==> src/conv_consts.svh <==
`ifndef CONV_CONSTS_SVH
`define CONV_CONSTS_SVH

// data widths
`define FT_W        16 // features, weights and linear/act parameters
`define PRL_CHN_N   4  // channels carried per beat
`define ACC_W       40 // point accumulator
`define EXT_INT_W   4  // integer guard bits ahead of saturation

// fixed point fraction bits
`define FT_QUAZ_ACC 10 // features, weights and lin_b
`define AB_QUAZ_ACC 12 // lin_a
`define C_QUAZ_ACC  14 // leaky relu rate

// register map, 4 bit address
`define REG_CTRL    4'd0 // bit 0 enables calculation
`define REG_KW0     4'd1
`define REG_KW1     4'd2
`define REG_KW2     4'd3
`define REG_KW3     4'd4
`define REG_LIN_A   4'd5
`define REG_LIN_B   4'd6
`define REG_ACT_C   4'd7
`define REG_ITR_TH  4'd8
`define REG_ITR_CLR 4'd9 // write only, clears itr and counter

`endif

==> src/conv_pkg.sv <==
`include "conv_consts.svh"

package conv_pkg;

	typedef enum logic [3:0] {
		REG_CTRL    = `REG_CTRL,
		REG_KW0     = `REG_KW0,
		REG_KW1     = `REG_KW1,
		REG_KW2     = `REG_KW2,
		REG_KW3     = `REG_KW3,
		REG_LIN_A   = `REG_LIN_A,
		REG_LIN_B   = `REG_LIN_B,
		REG_ACT_C   = `REG_ACT_C,
		REG_ITR_TH  = `REG_ITR_TH,
		REG_ITR_CLR = `REG_ITR_CLR
	} reg_addr_e;

	// execute pipeline, one register stage each
	typedef enum logic [2:0] {
		ST_MUL = 3'd0, // lane products
		ST_ACC = 3'd1, // channel sum + point accumulation
		ST_LIN = 3'd2, // rescale, a*x+b
		ST_ACT = 3'd3, // leaky relu
		ST_OUT = 3'd4  // hand off to saturation
	} act_stage_e;

	typedef struct packed {
		logic [`PRL_CHN_N-1:0][`FT_W-1:0] ft; // lane 0 in low bits
		logic last; // final channel group of the point
	} ft_group_t;

	typedef struct packed {
		logic en;
		logic [`PRL_CHN_N-1:0][`FT_W-1:0] kw; // one 1x1 weight per lane
		logic [`FT_W-1:0] lin_a;
		logic [`FT_W-1:0] lin_b;
		logic [`FT_W-1:0] act_c;
		logic [15:0] itr_th; // 0 keeps the interrupt off
	} conv_cfg_t;

	typedef struct packed {
		logic [`EXT_INT_W+`FT_W-1:0] data; // signed, FT_QUAZ_ACC fraction
		logic valid;
	} pre_sat_t;

	typedef struct packed {
		logic [`FT_W-1:0] data;
		logic up_ovf;
		logic down_ovf;
	} conv_res_t;

endpackage

==> src/conv_reg_decode.sv <==
`timescale 1ns/10ps
`include "conv_consts.svh"

module conv_reg_decode (
	input  logic                  clk,
	input  logic                  rst_n,
	input  logic                  cfg_wr,
	input  conv_pkg::reg_addr_e   cfg_addr,
	input  logic [31:0]           cfg_wdata,
	output conv_pkg::conv_cfg_t   cfg,
	output logic                  itr_clr
);

	logic [`FT_W-1:0] wr_par; // parameter registers keep the low half

	assign wr_par = cfg_wdata[`FT_W-1:0];

	// configuration registers, all zero after reset so calculation is off
	always_ff @(posedge clk or negedge rst_n) begin
		if (!rst_n) begin
			cfg <= '0;
		end else if (cfg_wr) begin
			case (cfg_addr)
				conv_pkg::REG_CTRL: begin
					cfg.en <= cfg_wdata[0];
				end
				conv_pkg::REG_KW0: begin
					cfg.kw[0] <= wr_par;
				end
				conv_pkg::REG_KW1: begin
					cfg.kw[1] <= wr_par;
				end
				conv_pkg::REG_KW2: begin
					cfg.kw[2] <= wr_par;
				end
				conv_pkg::REG_KW3: begin
					cfg.kw[3] <= wr_par;
				end
				conv_pkg::REG_LIN_A: begin
					cfg.lin_a <= wr_par;
				end
				conv_pkg::REG_LIN_B: begin
					cfg.lin_b <= wr_par;
				end
				conv_pkg::REG_ACT_C: begin
					cfg.act_c <= wr_par;
				end
				conv_pkg::REG_ITR_TH: begin
					cfg.itr_th <= cfg_wdata[15:0];
				end
				default: begin
					cfg <= cfg; // ITR_CLR only pulses, nothing stored
				end
			endcase
		end
	end

	// one cycle clear strobe toward the interrupt counter
	always_ff @(posedge clk or negedge rst_n) begin
		if (!rst_n) begin
			itr_clr <= 1'b0;
		end else begin
			itr_clr <= cfg_wr && (cfg_addr == conv_pkg::REG_ITR_CLR);
		end
	end

	// host must stay inside the register map
	a_wr_addr_in_map: assert property (@(posedge clk) disable iff (!rst_n)
		cfg_wr |-> (cfg_addr <= conv_pkg::REG_ITR_CLR));

endmodule

==> config.mk <==
export PLATFORM = sky130hd
export DESIGN_NAME = conv_reg_decode
export DESIGN_NICKNAME = d
export VERILOG_FILES = /design/src/conv_pkg.sv /design/src/conv_reg_decode.sv
export VERILOG_INCLUDE_DIRS = /design/src
export SDC_FILE = /design/constraint.sdc
export NUM_CORES = 1
export LEC_CHECK = 0
export BUFFER_PORTS_ARGS = -buffer_cell sky130_fd_sc_hd__buf_2
export CAP_MARGIN = 25
export CORE_ASPECT_RATIO = 0.9
export CORE_UTILIZATION = 45
export DETAILED_ROUTE_END_ITERATION = 10
export HOLD_SLACK_MARGIN = 0.1
export PLACE_DENSITY = 0.8
export SYNTH_ARGS = -nofsm -noshare
export SYNTH_HDL_FRONTEND = slang
export SYNTH_SLANG_ARGS = --single-unit
==> constraint.sdc <==
create_clock -name clk -period 0.8 [get_ports clk]
set_clock_uncertainty 0.05 [all_clocks]
set_input_delay 0.16 -clock clk [delete_from_list [all_inputs] [get_ports clk]]
set_output_delay 0.16 -clock clk [all_outputs]
set_load 0.01 [all_outputs]
# Word-level counts from Yosys, hierarchy flattened
# Index checks and enable logic that the tools add are counted.
[totals]
wordCells = 30
register_bits = 130
out_inout_bits = 130
inputBits = 39
[classes]
n_reduce_logical = 11
n_eq_ne = 9
[ops]
columns = ["op", "n"]
rows = [
  ["2-bit AND reduction", 9],
  ["4-bit by 3-bit == test with 1-bit output (second input constant)", 4],
  ["4-bit by 2-bit == test with 1-bit output (second input constant)", 2],
  ["4-bit == test (second input constant)", 2],
  ["4-bit by 1-bit == test with 1-bit output (second input constant)", 1],
  ["4-bit zero test", 1],
  ["1-bit logical AND", 1],
]

# Depth between registers and ports, before layout
[logic_depth]
ltp_word = 2
mapped_depth = 5

# Least setup slack after synthesis
# No wires, ideal clock.
[synth_timing]
path_type = "in2reg"
startpoint = "in cfg_addr[3]"
endpoint = "reg cfg[37] in the netlist's numbering"
slack_ps = -615
cell_stages = 4
required_ps = 625
setup_ps = 125
t_arrival_ps = 1240
cell_sequence = "nand3b_4 > nor3b_2 > buf_6 > mux2_2"
[synth_between]
elab_chain_cells = 2
[synth_lines]
columns = ["element", "line", "rtl"]
rows = [
  ["start: declaration", "conv_reg_decode.sv:8", "input conv_pkg::reg_addr_e cfg_addr,"],
  ["4-bit by 3-bit == test with 1-bit output", "conv_reg_decode.sv:23", "case (cfg_addr)"],
  ["2-bit AND reduction (no line)", "-", ""],
  ["end signal: assignment", "conv_reg_decode.sv:52", "cfg <= cfg;"],
  ["end: declaration", "conv_reg_decode.sv:10", "output conv_pkg::conv_cfg_t cfg,"],
]
# Every way passes these cells.
# A chain may end at the register's enable or synchronous reset.

# Final worst setup path
[layout_timing]
startpoint = "reg cfg[11] in the netlist's numbering"
endpoint = "out cfg[11] in the netlist's numbering"
# No word-level cell between the ends.

==> results.txt <==
Status -> finished with violations
Failing checks -> negative setup slack
CP Cell Sequence -> buf_2
Hold endpoint -> cfg[87]
Gate power share -> 0.296
Warnings from Yosys -> 0
Netlist Area Pre-Place -> 4970 um^2
Gr usage total -> 0.249
Switching share of power -> 0.272
# DRC -> 0
Gate Count Post-Synth -> 287
Worst-path clk slew -> 0.06 ns
Largest fanout on the critical path -> 2
Worst hold stages -> 2
Reg2Reg Launch Point -> cfg[45]
Number of I/O port buffers -> 152
RSZ-0062 raised after global routing -> yes
Max frequency -> 845 MHz
Antenna fix cells -> 0
Worst rel slew slack -> 0.849
Worst reg2reg path depth -> 3
Worst Slack Setup Final -> -0.384 ns
Mean Syn Cell Area -> 17.3 um^2
Flops & latches, synth -> 130
Largest net degree at the start of global routing -> 37
WS Path Type -> reg2out
Pwr per Cell Area -> 2930 nW/um^2
Pre-CTS worst setup slack -> -0.716 ns
Via count -> 3577
DRT Pass-1 Iters -> 4
Clk pwr share -> 0.327
Vias in the first global route -> 3558
DRT antenna net count -> 0
Post-synthesis sequential area ratio -> 0.654
Slew at the pin closest to its max-slew limit -> 0.226 ns
Seq pwr share -> 0.377
Hold/Removal Path Class -> in2reg
Most frequent cells in the layout -> dfrtp_1 (130), buf_2 (126), mux2_4 (92)
Hold_buf cts -> 1
Root Driver -> clkbuf_16
Chip Width -> 113 um
Clock buffer depth -> 2
Initial antenna violation count -> 0
Initial Util -> 0.460
H-tree depth -> 4
Distinct cell type count after synthesis -> 17
Setup_tns -> -72.24 ns
Die height -> 102 um
Cell row count -> 36
Sink Count -> 130
Internal power -> 17.4 mW
Clock Latency Late Sink -> 0.41 ns
Total congestion overflow -> 0
Die area -> 11500 um^2
RePlAce Congestion -> 0.732
Fin util -> 0.756
Placeable core area -> 10800 um^2
DR vias/cell -> 4.99
Final hold viol count -> 0
Number of placed I/O pins -> 169
Total wire length -> 14900 um
Fraction of layout instances using a drive strength above 1 -> 0.765
Period Utilization, post-route -> 1.48
Worst VDD drop -> 2.19 mV
Crit start category -> register
Slew Limit Fails -> 0
Area Growth Syn to Fin -> 64.3%
Switch Pwr -> 6.52 mW
Worst EP required -> 0.59 ns
First-pass GRT wire length -> 20500 um
CP bufs+invs -> 1
WP data arrival -> 0.97 ns
TritonCTS Buffers -> 17
Slowest stage cell, crit path -> dfrtp_1
Dpl hpwl -> 8040 um
Maxcap violations -> 0
Iter 0 DRT Violations -> 128
Syn_nets -> 326
CP delay by family, top -> flip-flops
Minimum clock period after layout -> 1.18 ns
RR Endpoint -> cfg[45]
HP Start -> cfg_wdata[7]
Crit-path max cell delay -> 0.41 ns
R2R Setup Slk -> -0.28 ns
Leak Pwr -> 4.27 nW
CTS tree -> yes
Worst hold margin -> 0.0534 ns
Final setup vio count -> 260
Most common cell after layout, fill and taps aside -> dfrtp_1
Nets@finish -> 610
CP endpoint kind -> primary output
DR WL/cell -> 20.8 um
## cells by family (layout without fill, tap and decap cells)
logic type,Yosys count,count (layout),synth area share
and+or+nand+nor,16,16,0.0247
muxes,129,129,0.300
buffers and inverters,12,309,0.0219
DFF,130,130,0.654
## power groups by stage
stage / sequential, mW / clock [mW] / combinational [mW]
detailed placement: 9.00 / 0 / 4.64
floorplan: 9.67 / 0 / 1.65
finish: 9.04 / 7.82 / 7.09
global placement: 8.90 / 0 / 4.52
global route: 9.18 / 8.23 / 7.50
CTS: 8.92 / 7.85 / 6.03
## metrics by stage
stage	std cells	instance area (um^2)	total power, mW
after floorplan	287	5130	11.3
after CTS	674	7700	22.8
final	717	8170	23.9
after global routing	717	8170	24.9
after detailed placement	582	6200	13.6
after global placement	582	6200	13.4
## synth_stat cells
master,number,area (um^2)
and3_1,1,6.26
or3_1,1,6.26
nand3b_2,1,11.3
buf_12,1,20.0
buf_6,5,56.3
mux2_2,119,1340
mux2_4,10,150
nand3b_1,1,7.51
buf_4,1,7.51
dfrtp_1,130,3250
nor2_2,2,12.5
nand3b_4,1,20.0
nor3b_2,2,25.0
nor2_1,2,7.51
nand2b_1,3,18.8
nand2_1,2,7.51
buf_2,5,25.0
## worst max path at each step
stage	end	cells past startpoint	slack, ns	start
2_1_floorplan	cfg[117]	5	-0.59	cfg_addr[3]
3_3_place_gp	cfg[119]	5	-0.69	cfg_addr[3]
3_5_place_dp	cfg[117]	5	-0.72	cfg_addr[3]
4_1_cts	cfg[118]	1	-0.38	cfg[118]
5_1_grt	cfg[11]	1	-0.43	cfg[11]
6_report	cfg[11]	1	-0.38	cfg[11]
## layer usage
layer	vias up	track usage	wire (um)
met3	27	0.0790	612
met2	111	0.397	7580
met1	1852	0.318	6390
met5	-	0	0
met4	0	0.103	348
li1	1587	-	-
## layout make-up
class | instances | area [um^2]
Clock inverter | 13 | 160
Multi-Input combinational cell | 145 | 1990
Clock buffer | 19 | 433
Sequential cell | 130 | 3250
Timing Repair Buffer | 277 | 2170
Tap cell | 133 | 166
Fill cell | 611 | 2640
## state kept, by name, summed over array words and instances (netlist names)
signal   flops
itr_clr      1
cfg        129
## what timing repair did
action / 4_1_cts / 5_1_grt
cloned: 5 / 2
pin swaps: 5 / 7
setup buffers: 54 / 56
resized for setup: 94 / 34
endpoints found under the setup margin: 259 / 260
endpoints found under the hold margin: 237 / 100
Power figures use the tool's default switching activity.
