<file path="src/conv_consts.svh">
`ifndef CONV_CONSTS_SVH
`define CONV_CONSTS_SVH

// data widths
`define FT_W        16 // features, weights and linear/act parameters
`define PRL_CHN_N   4  // channels carried per beat
`define ACC_W       40 // point accumulator
`define EXT_INT_W   4  // integer guard bits ahead of saturation

// fixed point fraction bits
`define FT_QUAZ_ACC 10 // features, weights and lin_b
`define AB_QUAZ_ACC 12 // lin_a
`define C_QUAZ_ACC  14 // leaky relu rate

// register map, 4 bit address
`define REG_CTRL    4'd0 // bit 0 enables calculation
`define REG_KW0     4'd1
`define REG_KW1     4'd2
`define REG_KW2     4'd3
`define REG_KW3     4'd4
`define REG_LIN_A   4'd5
`define REG_LIN_B   4'd6
`define REG_ACT_C   4'd7
`define REG_ITR_TH  4'd8
`define REG_ITR_CLR 4'd9 // write only, clears itr and counter

`endif

</file>
<file path="src/conv_pkg.sv">
`include "conv_consts.svh"

package conv_pkg;

	typedef enum logic [3:0] {
		REG_CTRL    = `REG_CTRL,
		REG_KW0     = `REG_KW0,
		REG_KW1     = `REG_KW1,
		REG_KW2     = `REG_KW2,
		REG_KW3     = `REG_KW3,
		REG_LIN_A   = `REG_LIN_A,
		REG_LIN_B   = `REG_LIN_B,
		REG_ACT_C   = `REG_ACT_C,
		REG_ITR_TH  = `REG_ITR_TH,
		REG_ITR_CLR = `REG_ITR_CLR
	} reg_addr_e;

	// execute pipeline, one register stage each
	typedef enum logic [2:0] {
		ST_MUL = 3'd0, // lane products
		ST_ACC = 3'd1, // channel sum + point accumulation
		ST_LIN = 3'd2, // rescale, a*x+b
		ST_ACT = 3'd3, // leaky relu
		ST_OUT = 3'd4  // hand off to saturation
	} act_stage_e;

	typedef struct packed {
		logic [`PRL_CHN_N-1:0][`FT_W-1:0] ft; // lane 0 in low bits
		logic last; // final channel group of the point
	} ft_group_t;

	typedef struct packed {
		logic en;
		logic [`PRL_CHN_N-1:0][`FT_W-1:0] kw; // one 1x1 weight per lane
		logic [`FT_W-1:0] lin_a;
		logic [`FT_W-1:0] lin_b;
		logic [`FT_W-1:0] act_c;
		logic [15:0] itr_th; // 0 keeps the interrupt off
	} conv_cfg_t;

	typedef struct packed {
		logic [`EXT_INT_W+`FT_W-1:0] data; // signed, FT_QUAZ_ACC fraction
		logic valid;
	} pre_sat_t;

	typedef struct packed {
		logic [`FT_W-1:0] data;
		logic up_ovf;
		logic down_ovf;
	} conv_res_t;

endpackage

</file>
<file path="src/conv_sat_result.sv">
`timescale 1ns/10ps
`include "conv_consts.svh"

module conv_sat_result (
	input  logic                clk,
	input  logic                rst_n,
	input  conv_pkg::conv_cfg_t cfg,
	input  logic                itr_clr,
	input  conv_pkg::pre_sat_t  pre_sat,
	output logic                out_valid,
	output conv_pkg::conv_res_t out_res,
	output logic                itr
);

	localparam int PRE_W = `EXT_INT_W + `FT_W;

	logic sign;
	logic [`EXT_INT_W-2:0] ext_bits; // guard bits below the sign
	logic up_ovf;
	logic down_ovf;
	logic [`FT_W-1:0] sat_data;
	logic [15:0] res_cnt;
	logic [15:0] cnt_inc;

	assign sign = pre_sat.data[PRE_W-1];
	assign ext_bits = pre_sat.data[PRE_W-2:`FT_W];

	// guard bits must all match the sign to fit the output format
	assign up_ovf = ~sign & (|ext_bits);
	assign down_ovf = sign & ~(&ext_bits);

	always_comb begin
		if (up_ovf) begin
			sat_data = {1'b0, {(`FT_W-1){1'b1}}}; // 0x7fff
		end else if (down_ovf) begin
			sat_data = {1'b1, {(`FT_W-1){1'b0}}}; // 0x8000
		end else begin
			sat_data = pre_sat.data[`FT_W-1:0];
		end
	end

	always_ff @(posedge clk) begin
		if (pre_sat.valid) begin
			out_res.data <= sat_data;
			out_res.up_ovf <= up_ovf;
			out_res.down_ovf <= down_ovf;
		end
	end

	always_ff @(posedge clk or negedge rst_n) begin
		if (!rst_n) begin
			out_valid <= 1'b0;
		end else begin
			out_valid <= pre_sat.valid;
		end
	end

	// finished result counter holds the interrupt until cleared
	assign cnt_inc = res_cnt + 16'd1;

	always_ff @(posedge clk or negedge rst_n) begin
		if (!rst_n) begin
			res_cnt <= 16'd0;
			itr <= 1'b0;
		end else if (itr_clr) begin
			res_cnt <= 16'd0;
			itr <= 1'b0;
		end else if (out_valid) begin
			res_cnt <= cnt_inc;
			if ((cfg.itr_th != 16'd0) && (cnt_inc == cfg.itr_th)) begin
				itr <= 1'b1;
			end
		end
	end

	a_ovf_exclusive: assert property (@(posedge clk) disable iff (!rst_n)
		out_valid |-> !(out_res.up_ovf && out_res.down_ovf));

endmodule

</file>
<file path="config.mk">
export PLATFORM = sky130hd
export DESIGN_NAME = conv_sat_result
export DESIGN_NICKNAME = d
export VERILOG_FILES = /design/src/conv_pkg.sv /design/src/conv_sat_result.sv
export VERILOG_INCLUDE_DIRS = /design/src
export SDC_FILE = /design/constraint.sdc
export NUM_CORES = 1
export LEC_CHECK = 0
export BUFFER_PORTS_ARGS = -buffer_cell sky130_fd_sc_hd__clkbuf_2
export CORE_MARGIN = 3
export CORE_UTILIZATION = 42
export DETAILED_ROUTE_END_ITERATION = 10
export GPL_TIMING_DRIVEN = 0
export PLACE_DENSITY = 0.83
export REMOVE_ABC_BUFFERS = 1
export SLEW_MARGIN = 20
export SYNTH_ARGS = -nofsm -noshare
export SYNTH_HDL_FRONTEND = slang
export SYNTH_SLANG_ARGS = --single-unit
</file>
<file path="constraint.sdc">
create_clock -name clk -period 5.2 [get_ports clk]
set_clock_uncertainty 0.2 [all_clocks]
set_input_delay 0.26 -clock clk [delete_from_list [all_inputs] [get_ports clk]]
set_output_delay 0.26 -clock clk [all_outputs]
set_load 0.05 [all_outputs]
</file>
# [Word-level counts from Yosys, hierarchy flattened]
# Cells that the tools add are included.
[word_totals] out_inout_bits=20 reg_bits=36
[op_classes] n_eq_ne=1 bitwise_logic=4 n_reduce_logical=7 mux=6 add_sub_neg=1
[ops] operator="$mux 16" n=3
[ops] operator="$add 16x1->16 const B" n=1
[ops] operator="$eq 16x16->1" n=1
[ops] operator="$reduce_bool 16->1" n=1
[ops] operator="$reduce_bool 2->1" n=2
[ops] operator="$mux 1" n=3
[ops] operator="$reduce_and 3->1" n=1
[ops] operator="$reduce_or 3->1" n=1
[ops] operator="$and 1x1->1" n=2
[ops] operator="$not 1->1" n=2
[ops] operator="$reduce_and 2->1" n=1
[ops] operator="$logic_and 1x1->1" n=1

# [Longest topological paths before layout]
# Gate-level depths: netlist of the first run.
[depth] depth_word=6 depth_mapped=7

# [Worst setup path after synthesis of the first run]
# No wires, ideal clock.
[synth_timing] path_type="register to register" start="register res_cnt[1]" end="register itr" path_stages_with_launch=8 t_required_ns=4.920 t_arrival_ns=1.775 slack_ns=3.145 setup_time_ns=0.080 period_less_slack_ns=2.055 path_buffers=0 cell_sequence="dfrtp_1 -> ha_1 -> nand2_1 -> or4_1 -> a211o_1 -> nand3_2 -> o211ai_2 -> o22ai_2"
[synth_via] elab_chain_len=5
[synth_lines] element="start, declared" line_no="conv_sat_result.sv:22" source="logic [15:0] res_cnt;"
[synth_lines] element="start signal, assigned" line_no="conv_sat_result.sv:69" source="res_cnt <= cnt_inc;"
[synth_lines] element="$add 16x1->16" line_no="conv_sat_result.sv:59" source="assign cnt_inc = res_cnt + 16'd1;"
[synth_lines] element="$eq 16x16->1" line_no="conv_sat_result.sv:70" source="if ((cfg.itr_th != 16'd0) && (cnt_inc == cfg.itr_th)) begin"
[synth_lines] element="$logic_and 1x1->1" line_no="conv_sat_result.sv:70"
[synth_lines] element="$reduce_bool 2->1 (no source line)"
[synth_lines] element="$reduce_and 2->1 (no source line)"
[synth_lines] element="end signal, assigned" line_no="conv_sat_result.sv:64" source="itr <= 1'b0;"
[synth_lines] element="end signal, assigned" line_no="conv_sat_result.sv:67" source="itr <= 1'b0;"
[synth_lines] element="end signal, assigned" line_no="conv_sat_result.sv:71" source="itr <= 1'b1;"
[synth_lines] element="end, declared" line_no="conv_sat_result.sv:12" source="output logic itr"
# No other way between the ends.
# A chain may end at the register's enable or synchronous reset.

# [Worst setup path after layout of the first run]
[layout_timing] start="register res_cnt[0]" end="register itr"
# The elaborated chain is that of the path after synthesis.

==> results.sh, run 1 <==
export IMPL_outcome="finished, final reports clean"
export IMPL_tightest_slew_ps=890
export IMPL_cp_required_ps=5210
export IMPL_relSlewSlack=0.405
export IMPL_nets=428
export IMPL_fillers=466
export IMPL_ys_async_sr_fraction=0.500
export IMPL_max_freq_mhz=436
export IMPL_cts_tree="done"
export IMPL_power_density_nw_per_um2=253
export IMPL_rows=25
export IMPL_cp_arrival_ps=2300
export IMPL_die_height_um=77.4
export IMPL_clk_pin_slew_ps=70
export IMPL_layout_drive_gt1_share=0.263
export IMPL_synth_top_area_share=0.252
export IMPL_cts_sinks=36
export IMPL_vias=1792
export IMPL_synth_edf_count=18
export IMPL_core_um2=4820
export IMPL_die_area_um2=6000
export IMPL_clock_path_buffers=2
export IMPL_setup_viol=0
export IMPL_wl_mm=4.60
export IMPL_worstSetupPathType="flip-flop to flip-flop"
export IMPL_cts_resized=0
export IMPL_final_common_cell="clkbuf_2"
export IMPL_cts_max_level=2
export IMPL_yosysUniqueCellTypes=39
export IMPL_slew_viol_final=0
export IMPL_finalSetupTns_ps=0
export IMPL_drtPass1Iterations=4
export IMPL_cts_setup_buffers=0
export IMPL_ys_warnings_count=0
export IMPL_synth_area_leaders="edfxtp_1 25%, dfrtp_1 21%, nor2_1 8.8%, xnor2_1 6.9%, xor2_1 5.7%"
export IMPL_maxCapViolCount=0
export IMPL_worstSetupStartpointType="flip-flop"
export IMPL_fin_crit_ps=2300
export IMPL_rsz0062_at_grt="no"
export IMPL_cp_end_kind="flip-flop"
export IMPL_postRouteAntennaNets=0
export IMPL_place_congestion=0.885
export IMPL_cts_buffers=5
export IMPL_area_delta_synth_final_pct=16.6
export IMPL_port_buffer_count=59
export IMPL_ctsHoldBuffers=1
export IMPL_antenna_found_initial=0
export IMPL_cts_root_buf="clkbuf_8"
export IMPL_worst_hold_slack_ps=61.9
export IMPL_total_power_uw=632
export IMPL_vias_per_cell=5.26
export IMPL_final_core_util=0.519
export IMPL_synth_top_area_cell="edfxtp_1"
export IMPL_clkLatencyLatePin_ps=280
export IMPL_routedWlPerCell_um=13.5
export IMPL_grtUsageTotal=0.161
export IMPL_syn_inst=220
export IMPL_grt_overflow_total=0
export IMPL_final_cell_mix="59 x clkbuf_2, 50 x nor2_1, 18 x dfrtp_1, 18 x edfxtp_1, 17 x xnor2_1"
export IMPL_p_leak_uw=0.00105
export IMPL_grt_max_degree=20
export IMPL_finalCritPeriodShare=0.441
export IMPL_grt_pass1_wl_mm=7.76
export IMPL_synth_ff_type="edfxtp_1"
export IMPL_finalHoldViolations=0
export IMPL_initial_core_util=0.445
export IMPL_hpwl_mm=3.47
export IMPL_antenna_cells=0
export IMPL_die_w_um=77.4
export IMPL_cp_max_fo=6
export IMPL_drc=0
export IMPL_syn_area_um2=2140
export IMPL_synth_seq_cells=36
export IMPL_pin_count=173
export IMPL_first_global_vias=1728
export IMPL_worstHoldPathType="input port to flip-flop"
export IMPL_ir_worst_vdd_uv=146
export IMPL_seq_area_frac_synth=0.462
export IMPL_synth_avg_cell_area_um2=9.74
export IMPL_dr_first_iter_drc_count=147
==> sequential cells by signal (all words and copies together), names as in the netlist <==
signal / flops
itr: 1
out_res: 18
out_valid: 1
res_cnt: 16
==> path summary, 6_finish.rpt <==
path	from	end	slack (ps)	depth (start not counted)
setup / recovery	res_cnt[0]$_DFFE_PN0P_	itr$_DFFE_PN0P_	2900	7
hold / removal	pre_sat[5]	out_res[6]$_SDFFCE_PP1P_	60	3
setup reg to reg	res_cnt[0]$_DFFE_PN0P_	itr$_DFFE_PN0P_	2900	7
hold reg to reg	itr$_DFFE_PN0P_	itr$_DFFE_PN0P_	350	2
max in group asynchronous	rst_n	res_cnt[6]$_DFFE_PN0P_	4210	2
min in group asynchronous	rst_n	out_valid$_DFF_PN0_	260	2
==> synthesized netlist by cell type, drive strengths merged (6+ instances only) <==
| library cell | number |
|---|---|
| nand2 | 10 |
| nand3 | 11 |
| nor3 | 10 |
| inv | 6 |
| xor2 | 14 |
| edfxtp | 18 |
| buf | 11 |
| nor4 | 7 |
| nor2 | 50 |
| dfrtp | 18 |
| xnor2 | 17 |
| nand4 | 12 |
| o21ai | 6 |
==> layer usage <==
| metal | vias up | share of wire | global-route usage |
|---|---|---|---|
| met5 | - | 0 | 0 |
| met1 | 813 | 0.45 | 0.207 |
| li1 | 883 | - | - |
| met2 | 82 | 0.42 | 0.240 |
| met3 | 14 | 0.10 | 0.0626 |
| met4 | 0 | 0.025 | 0.0694 |
==> where the power goes <==
group | leakage (uW) | internal (uW) | switching [uW] | total [uW]
registers | 0.000423 | 318 | 8.78 | 326
logic | 0.000585 | 34.8 | 87.2 | 122
clock network | 0.0000391 | 88.4 | 94.9 | 183
==> worst max-delay path: stages (launching register included) <==
cell,delay (ps)
dfrtp_1,500
ha_1,320
nand2_1,140
o31ai_1,280
or4bb_1,530
nand3_2,80
o211ai_2,90
o22ai_2,90
==> cell type report <==
class	count	area, um^2	share of cell area
clock inverter	2	7.51	0.00300
sequential	36	991	0.396
tap	67	83.8	0.0335
clock buffer	5	68.8	0.0275
multi-input combinational	165	1020	0.408
timing repair buffer	60	305	0.122
inverter	6	22.5	0.00901
==> cells by family after synthesis <==
group | synth area share
AND/OR/NAND/NOR | 0.280
flip-flops | 0.462
XOR/XNOR | 0.127
buffers and inverters | 0.0613
AO/OA/AOI/OAI | 0.0590
multiplexers | 0.00467
adder cells (fa/ha/maj) | 0.00584
==> metrics by stage <==
stage	cell area [um^2]	setup slack, ps	std cells
floorplan	2030	3080	207
global placement	2410	2930	333
detailed placement	2410	2920	333
CTS	2500	2910	341
global route	2500	2750	341
finish	2500	2900	341
No activity file was read; power rests on OpenSTA's default activity.
==> inputs of run 2 (changes only) <==
CORE_UTILIZATION = 36   (was 42)
PLACE_DENSITY = 0.76   (was 0.83)
clock period = 1.9 ns   (was 5.2 ns; I/O delays follow)
==> run 2 against run 1 <==
Effect of this change: the run now ends with setup timing left; sequential power increased to 2.7 times the previous value; register-to-register slack got worse by 3000 ps; combinational power grew to 3.4 times the previous value; die area rose by 15%; sequential share of layout area decreased by 7.3 points; count of clock-buffer cells in the layout unchanged; first-iteration DRC count fell by 4.8%; flip-flop and latch count unchanged; design area grew 24%; critical path depth shrank 1; critical path type unchanged; largest power group unchanged.
==> results.sh, run 2 (synthesis results as in run 1) <==
export IMPL_outcome="complete, but fails checks"
export IMPL_failed_checks="setup timing"
export IMPL_slew_viol_final=0
export IMPL_grtUsageTotal=0.179
export IMPL_setup_slack_ps=-91.8
export IMPL_dr_first_iter_drc_count=140
export IMPL_nets=475
export IMPL_antenna_cells=0
export IMPL_final_cell_mix="59 x clkbuf_2, 48 x nor2_1, 24 x buf_4"
export IMPL_largest_reg_flops=18
export IMPL_clk_pin_slew_ps=80
export IMPL_drc=0
export IMPL_cp_arrival_ps=2010
export IMPL_finalSetupTns_ps=-128
export IMPL_cp_required_ps=1920
export IMPL_first_global_vias=2173
export IMPL_wl_met2_mm=3.07
export IMPL_placed_cell_area_um2=2420
export IMPL_setup_viol=2
export IMPL_max_stage_delay_ps=540
export IMPL_rows=27
export IMPL_ir_worst_vdd_uv=572
export IMPL_finalCritPeriodShare=1.05
export IMPL_layout_drive_gt1_share=0.410
export IMPL_cts_max_level=2
export IMPL_fin_crit_ps=1990
export IMPL_die_height_um=83.2
export IMPL_dp_cells=338
export IMPL_pre_cts_slack_ps=-448
export IMPL_wl_met1_mm=2.35
export IMPL_worstHoldPathType="input port to flip-flop"
export IMPL_wl_mm=6.18
export IMPL_relSlewSlack=0.405
export IMPL_met3_length_um=663
export IMPL_grt_pass1_wl_mm=10.1
export IMPL_initial_core_util=0.380
export IMPL_crit_buf_inv=0
export IMPL_cts_root_buf="clkbuf_8"
export IMPL_rsz0062_at_grt="yes"
export IMPL_worstSetupPathType="flip-flop to flip-flop"
export IMPL_die_area_um2=6920
export IMPL_fin_area_um2=3110
export IMPL_finalHoldViolations=0
export IMPL_largest_registers="out_res: 18 flops, res_cnt: 16 flops"
export IMPL_antenna_found_initial=0
export IMPL_grt_max_degree=20
export IMPL_fillers=458
export IMPL_path_cells="nand4_4, or4_4, a211o_1, nand3_2, o211ai_2, o22ai_2"
export IMPL_vias_per_cell=5.17
export IMPL_regMostFlops="out_res"
export IMPL_routedWlPerCell_um=15.7
export IMPL_crit_slowest_cell="or4_4"
export IMPL_core_um2=5640
export IMPL_postRouteAntennaNets=0
export IMPL_port_buffer_count=59
export IMPL_area_sequential_um2=1000
export IMPL_final_common_cell="clkbuf_2"
export IMPL_p_leak_uw=0.00132
export IMPL_place_congestion=0.872
export IMPL_multi_input_area_um2=1150
export IMPL_hpwl_mm=3.60
export IMPL_power_density_nw_per_um2=641
export IMPL_max_freq_mhz=502
export IMPL_worstSetupStartpointType="flip-flop"
export IMPL_area_delta_synth_final_pct=44.9
export IMPL_maxCapViolCount=0
export IMPL_instances_no_fill=394
export IMPL_clkLatencyLatePin_ps=300
export IMPL_cts_sinks=36
export IMPL_vias=2038
export IMPL_grt_overflow_total=0
export IMPL_cp_end_kind="flip-flop"
export IMPL_die_w_um=83.2
export IMPL_clock_path_buffers=2
export IMPL_cp_max_fo=4
export IMPL_top_layer_used="met4"
export IMPL_pin_count=173
export IMPL_cts_tree="done"
export IMPL_cts_buffers=5
export IMPL_drtPass1Iterations=4
export IMPL_crit_family="simple AND/OR/NAND/NOR gates"
export IMPL_tightest_slew_ps=889
run 2: layer usage:
layer / vias to the layer above / track usage
met3: 9 / 0.0724
met1: 951 / 0.203
met5: - / 0
met2: 105 / 0.299
met4: 0 / 0.0684
li1: 973 / -
run 2: area by class of cell:
type | count | area share
clock buffers | 5 | 0.0222
clock inverters | 3 | 0.0137
inverters | 6 | 0.00725
multi-input cells | 165 | 0.369
flip-flops and latches | 36 | 0.324
well taps | 72 | 0.0290
repair buffers | 107 | 0.235
run 2: where the power goes:
part | switching, uW | internal, uW | leakage [uW]
Sequential | 21.7 | 869 | 0.000405
Clock | 300 | 388 | 0.0000541
Combinational | 267 | 143 | 0.000860
run 2: final timing paths:
kind                                   startpoint                endpoint  slack (ps)  cells after the start
max                        res_cnt[2]$_DFFE_PN0P_         itr$_DFFE_PN0P_         -90                      6
min                                    pre_sat[0]     out_valid$_DFF_PN0_          40                      1
max reg2reg                res_cnt[2]$_DFFE_PN0P_         itr$_DFFE_PN0P_         -90                      6
min reg2reg                       itr$_DFFE_PN0P_         itr$_DFFE_PN0P_         350                      2
max in group asynchronous                   rst_n  res_cnt[7]$_DFFE_PN0P_        1070                      2
min in group asynchronous                   rst_n     out_valid$_DFF_PN0_          80                      2
run 2: metrics by stage:
| stage | total power [uW] | hold WS [ps] | utilization |
|---|---|---|---|
| floorplan | 1120 | -401 | - |
| global placement | 1240 | -133 | 0.429 |
| detailed placement | 1250 | -126 | 0.429 |
| CTS | 2000 | 32.7 | 0.528 |
| global route | 2090 | 50.7 | 0.550 |
| finish | 1990 | 44.9 | 0.550 |
run 2: what timing repair did:
item | CTS | global route
buffers inserted | 24 | 4
pin swaps | 11 | 9
resized for setup | 22 | 17
setup endpoints to repair | 8 | 4
endpoints found under the hold margin | 34 | 0
hold buffers | 20 | 0
==> inputs of run 3 (changes only) <==
SKIP_CTS_REPAIR_TIMING = 1   (was default)
==> run 3 against run 2 <==
Effect of this change: the flow still finishes with violations (setup timing); non-clock buffer count shrank 18; highest routed layer unchanged; sequential power grew 0.4%; critical path depth is the same; clock power is essentially flat; utilization shrank 4.3 points; power shrank 1.0%.
==> results.sh, run 3 (synthesis results as in run 1) <==
export IMPL_drtPass1Iterations=4
export IMPL_tightest_slew_ps=864
export IMPL_fillers=487
export IMPL_finalCritPeriodShare=1.06
export IMPL_cts_tree="done"
export IMPL_layout_drive_gt1_share=0.345
export IMPL_initial_core_util=0.380
export IMPL_cp_arrival_ps=2040
export IMPL_grtUsageTotal=0.148
export IMPL_cp_required_ps=1920
export IMPL_clock_path_buffers=2
export IMPL_die_area_um2=6920
export IMPL_die_height_um=83.2
export IMPL_cp_end_kind="flip-flop"
export IMPL_largest_reg_flops=18
export IMPL_antenna_cells=0
export IMPL_worstSetupPathType="flip-flop to flip-flop"
export IMPL_placed_cell_area_um2=2420
export IMPL_grt_max_degree=20
export IMPL_instances_no_fill=376
export IMPL_port_buffer_count=59
export IMPL_nets=457
export IMPL_maxCapViolCount=0
export IMPL_final_cell_mix="60 x clkbuf_2, 49 x nor2_1, 18 x dlygate4sd3_1, 18 x edfxtp_1, 17 x xnor2_1"
export IMPL_place_congestion=0.872
export IMPL_clkLatencyLatePin_ps=300
export IMPL_multi_input_area_um2=1070
export IMPL_grt_pass1_wl_mm=8.32
export IMPL_clk_pin_slew_ps=70
export IMPL_final_common_cell="clkbuf_2"
export IMPL_core_um2=5640
export IMPL_die_w_um=83.2
export IMPL_rsz0062_at_grt="yes"
export IMPL_hpwl_mm=3.60
export IMPL_vias_per_cell=5.11
export IMPL_cts_root_buf="clkbuf_8"
export IMPL_p_leak_uw=0.00119
export IMPL_pin_count=173
export IMPL_dr_first_iter_drc_count=123
export IMPL_outcome="complete, but fails checks"
export IMPL_grt_overflow_total=0
export IMPL_fin_area_um2=2860
export IMPL_dp_cells=338
export IMPL_cts_sinks=36
export IMPL_cts_max_level=2
export IMPL_worstSetupStartpointType="flip-flop"
export IMPL_vias=1922
export IMPL_routedWlPerCell_um=14.6
export IMPL_max_freq_mhz=495
export IMPL_power_density_nw_per_um2=688
export IMPL_slew_viol_final=0
export IMPL_area_delta_synth_final_pct=33.6
export IMPL_relSlewSlack=0.422
export IMPL_fin_crit_ps=2020
export IMPL_postRouteAntennaNets=0
export IMPL_ir_worst_vdd_uv=578
export IMPL_regMostFlops="out_res"
export IMPL_rows=27
export IMPL_drc=0
export IMPL_worstHoldPathType="input port to flip-flop"
export IMPL_first_global_vias=1765
export IMPL_wl_mm=5.49
export IMPL_setup_slack_ps=-121
export IMPL_finalHoldViolations=0
export IMPL_largest_registers="out_res: 18 flops, res_cnt: 16 flops"
export IMPL_antenna_found_initial=0
export IMPL_cts_buffers=5
export IMPL_area_sequential_um2=1000
export IMPL_failed_checks="setup timing"
export IMPL_cp_max_fo=7
export IMPL_setup_viol=1
## run 3: changes by cell type in the layout (fill, tap and decap cells not counted), sizes merged
cell and delta:
clkbuf +1, dlygate4sd3 -2, buf -17
## run 3: per-stage QoR
step	power (uW)	setup TNS, ps	setup WS, ps	utilization	hold slack [ps]
floorplan	1120	-226	-219	-	-401
global placement	1240	-651	-376	0.429	-133
detailed placement	1250	-808	-448	0.429	-126
CTS	1940	-966	-468	0.449	-451
global route	2060	-356	-200	0.508	50.0
finish	1970	-121	-121	0.508	39.4
## run 3: metal layers
layer | wire, um | vias to the layer above | GRT usage
li1 | - | 941 | -
met4 | 87 | 0 | 0.0535
met3 | 540 | 9 | 0.0645
met2 | 2630 | 79 | 0.228
met1 | 2220 | 893 | 0.184
met5 | 0 | - | 0
## run 3: worst paths after layout
path	from	to	slack, ps	cells after the start
max	res_cnt[2]$_DFFE_PN0P_	itr$_DFFE_PN0P_	-120	6
min	itr_clr	res_cnt[5]$_DFFE_PN0P_	40	2
max reg2reg	res_cnt[2]$_DFFE_PN0P_	itr$_DFFE_PN0P_	-120	6
min reg2reg	itr$_DFFE_PN0P_	itr$_DFFE_PN0P_	340	2
max in group asynchronous	rst_n	res_cnt[7]$_DFFE_PN0P_	1080	2
min in group asynchronous	rst_n	out_valid$_DFF_PN0_	70	2
## run 3: layout make-up
type / instances / area share
clock inverters: 3 / 0.0149
clock buffers: 5 / 0.0240
flip-flops and latches: 36 / 0.351
well taps: 72 / 0.0315
repair buffers: 89 / 0.197
multi-input cells: 165 / 0.374
inverters: 6 / 0.00786
## run 3: worst max-delay path: stages, from the launching register on
cell and delay (ps):
dfrtp_2 470, nand4_4 190, o31ai_4 290, or4bb_1 520, nand3_2 110, o211ai_2 90, o22ai_2 80
## run 3: power breakdown
group	internal, uW	switching, uW	total [uW]
combinational	130	254	384
clock	388	301	689
sequential	869	26.1	895
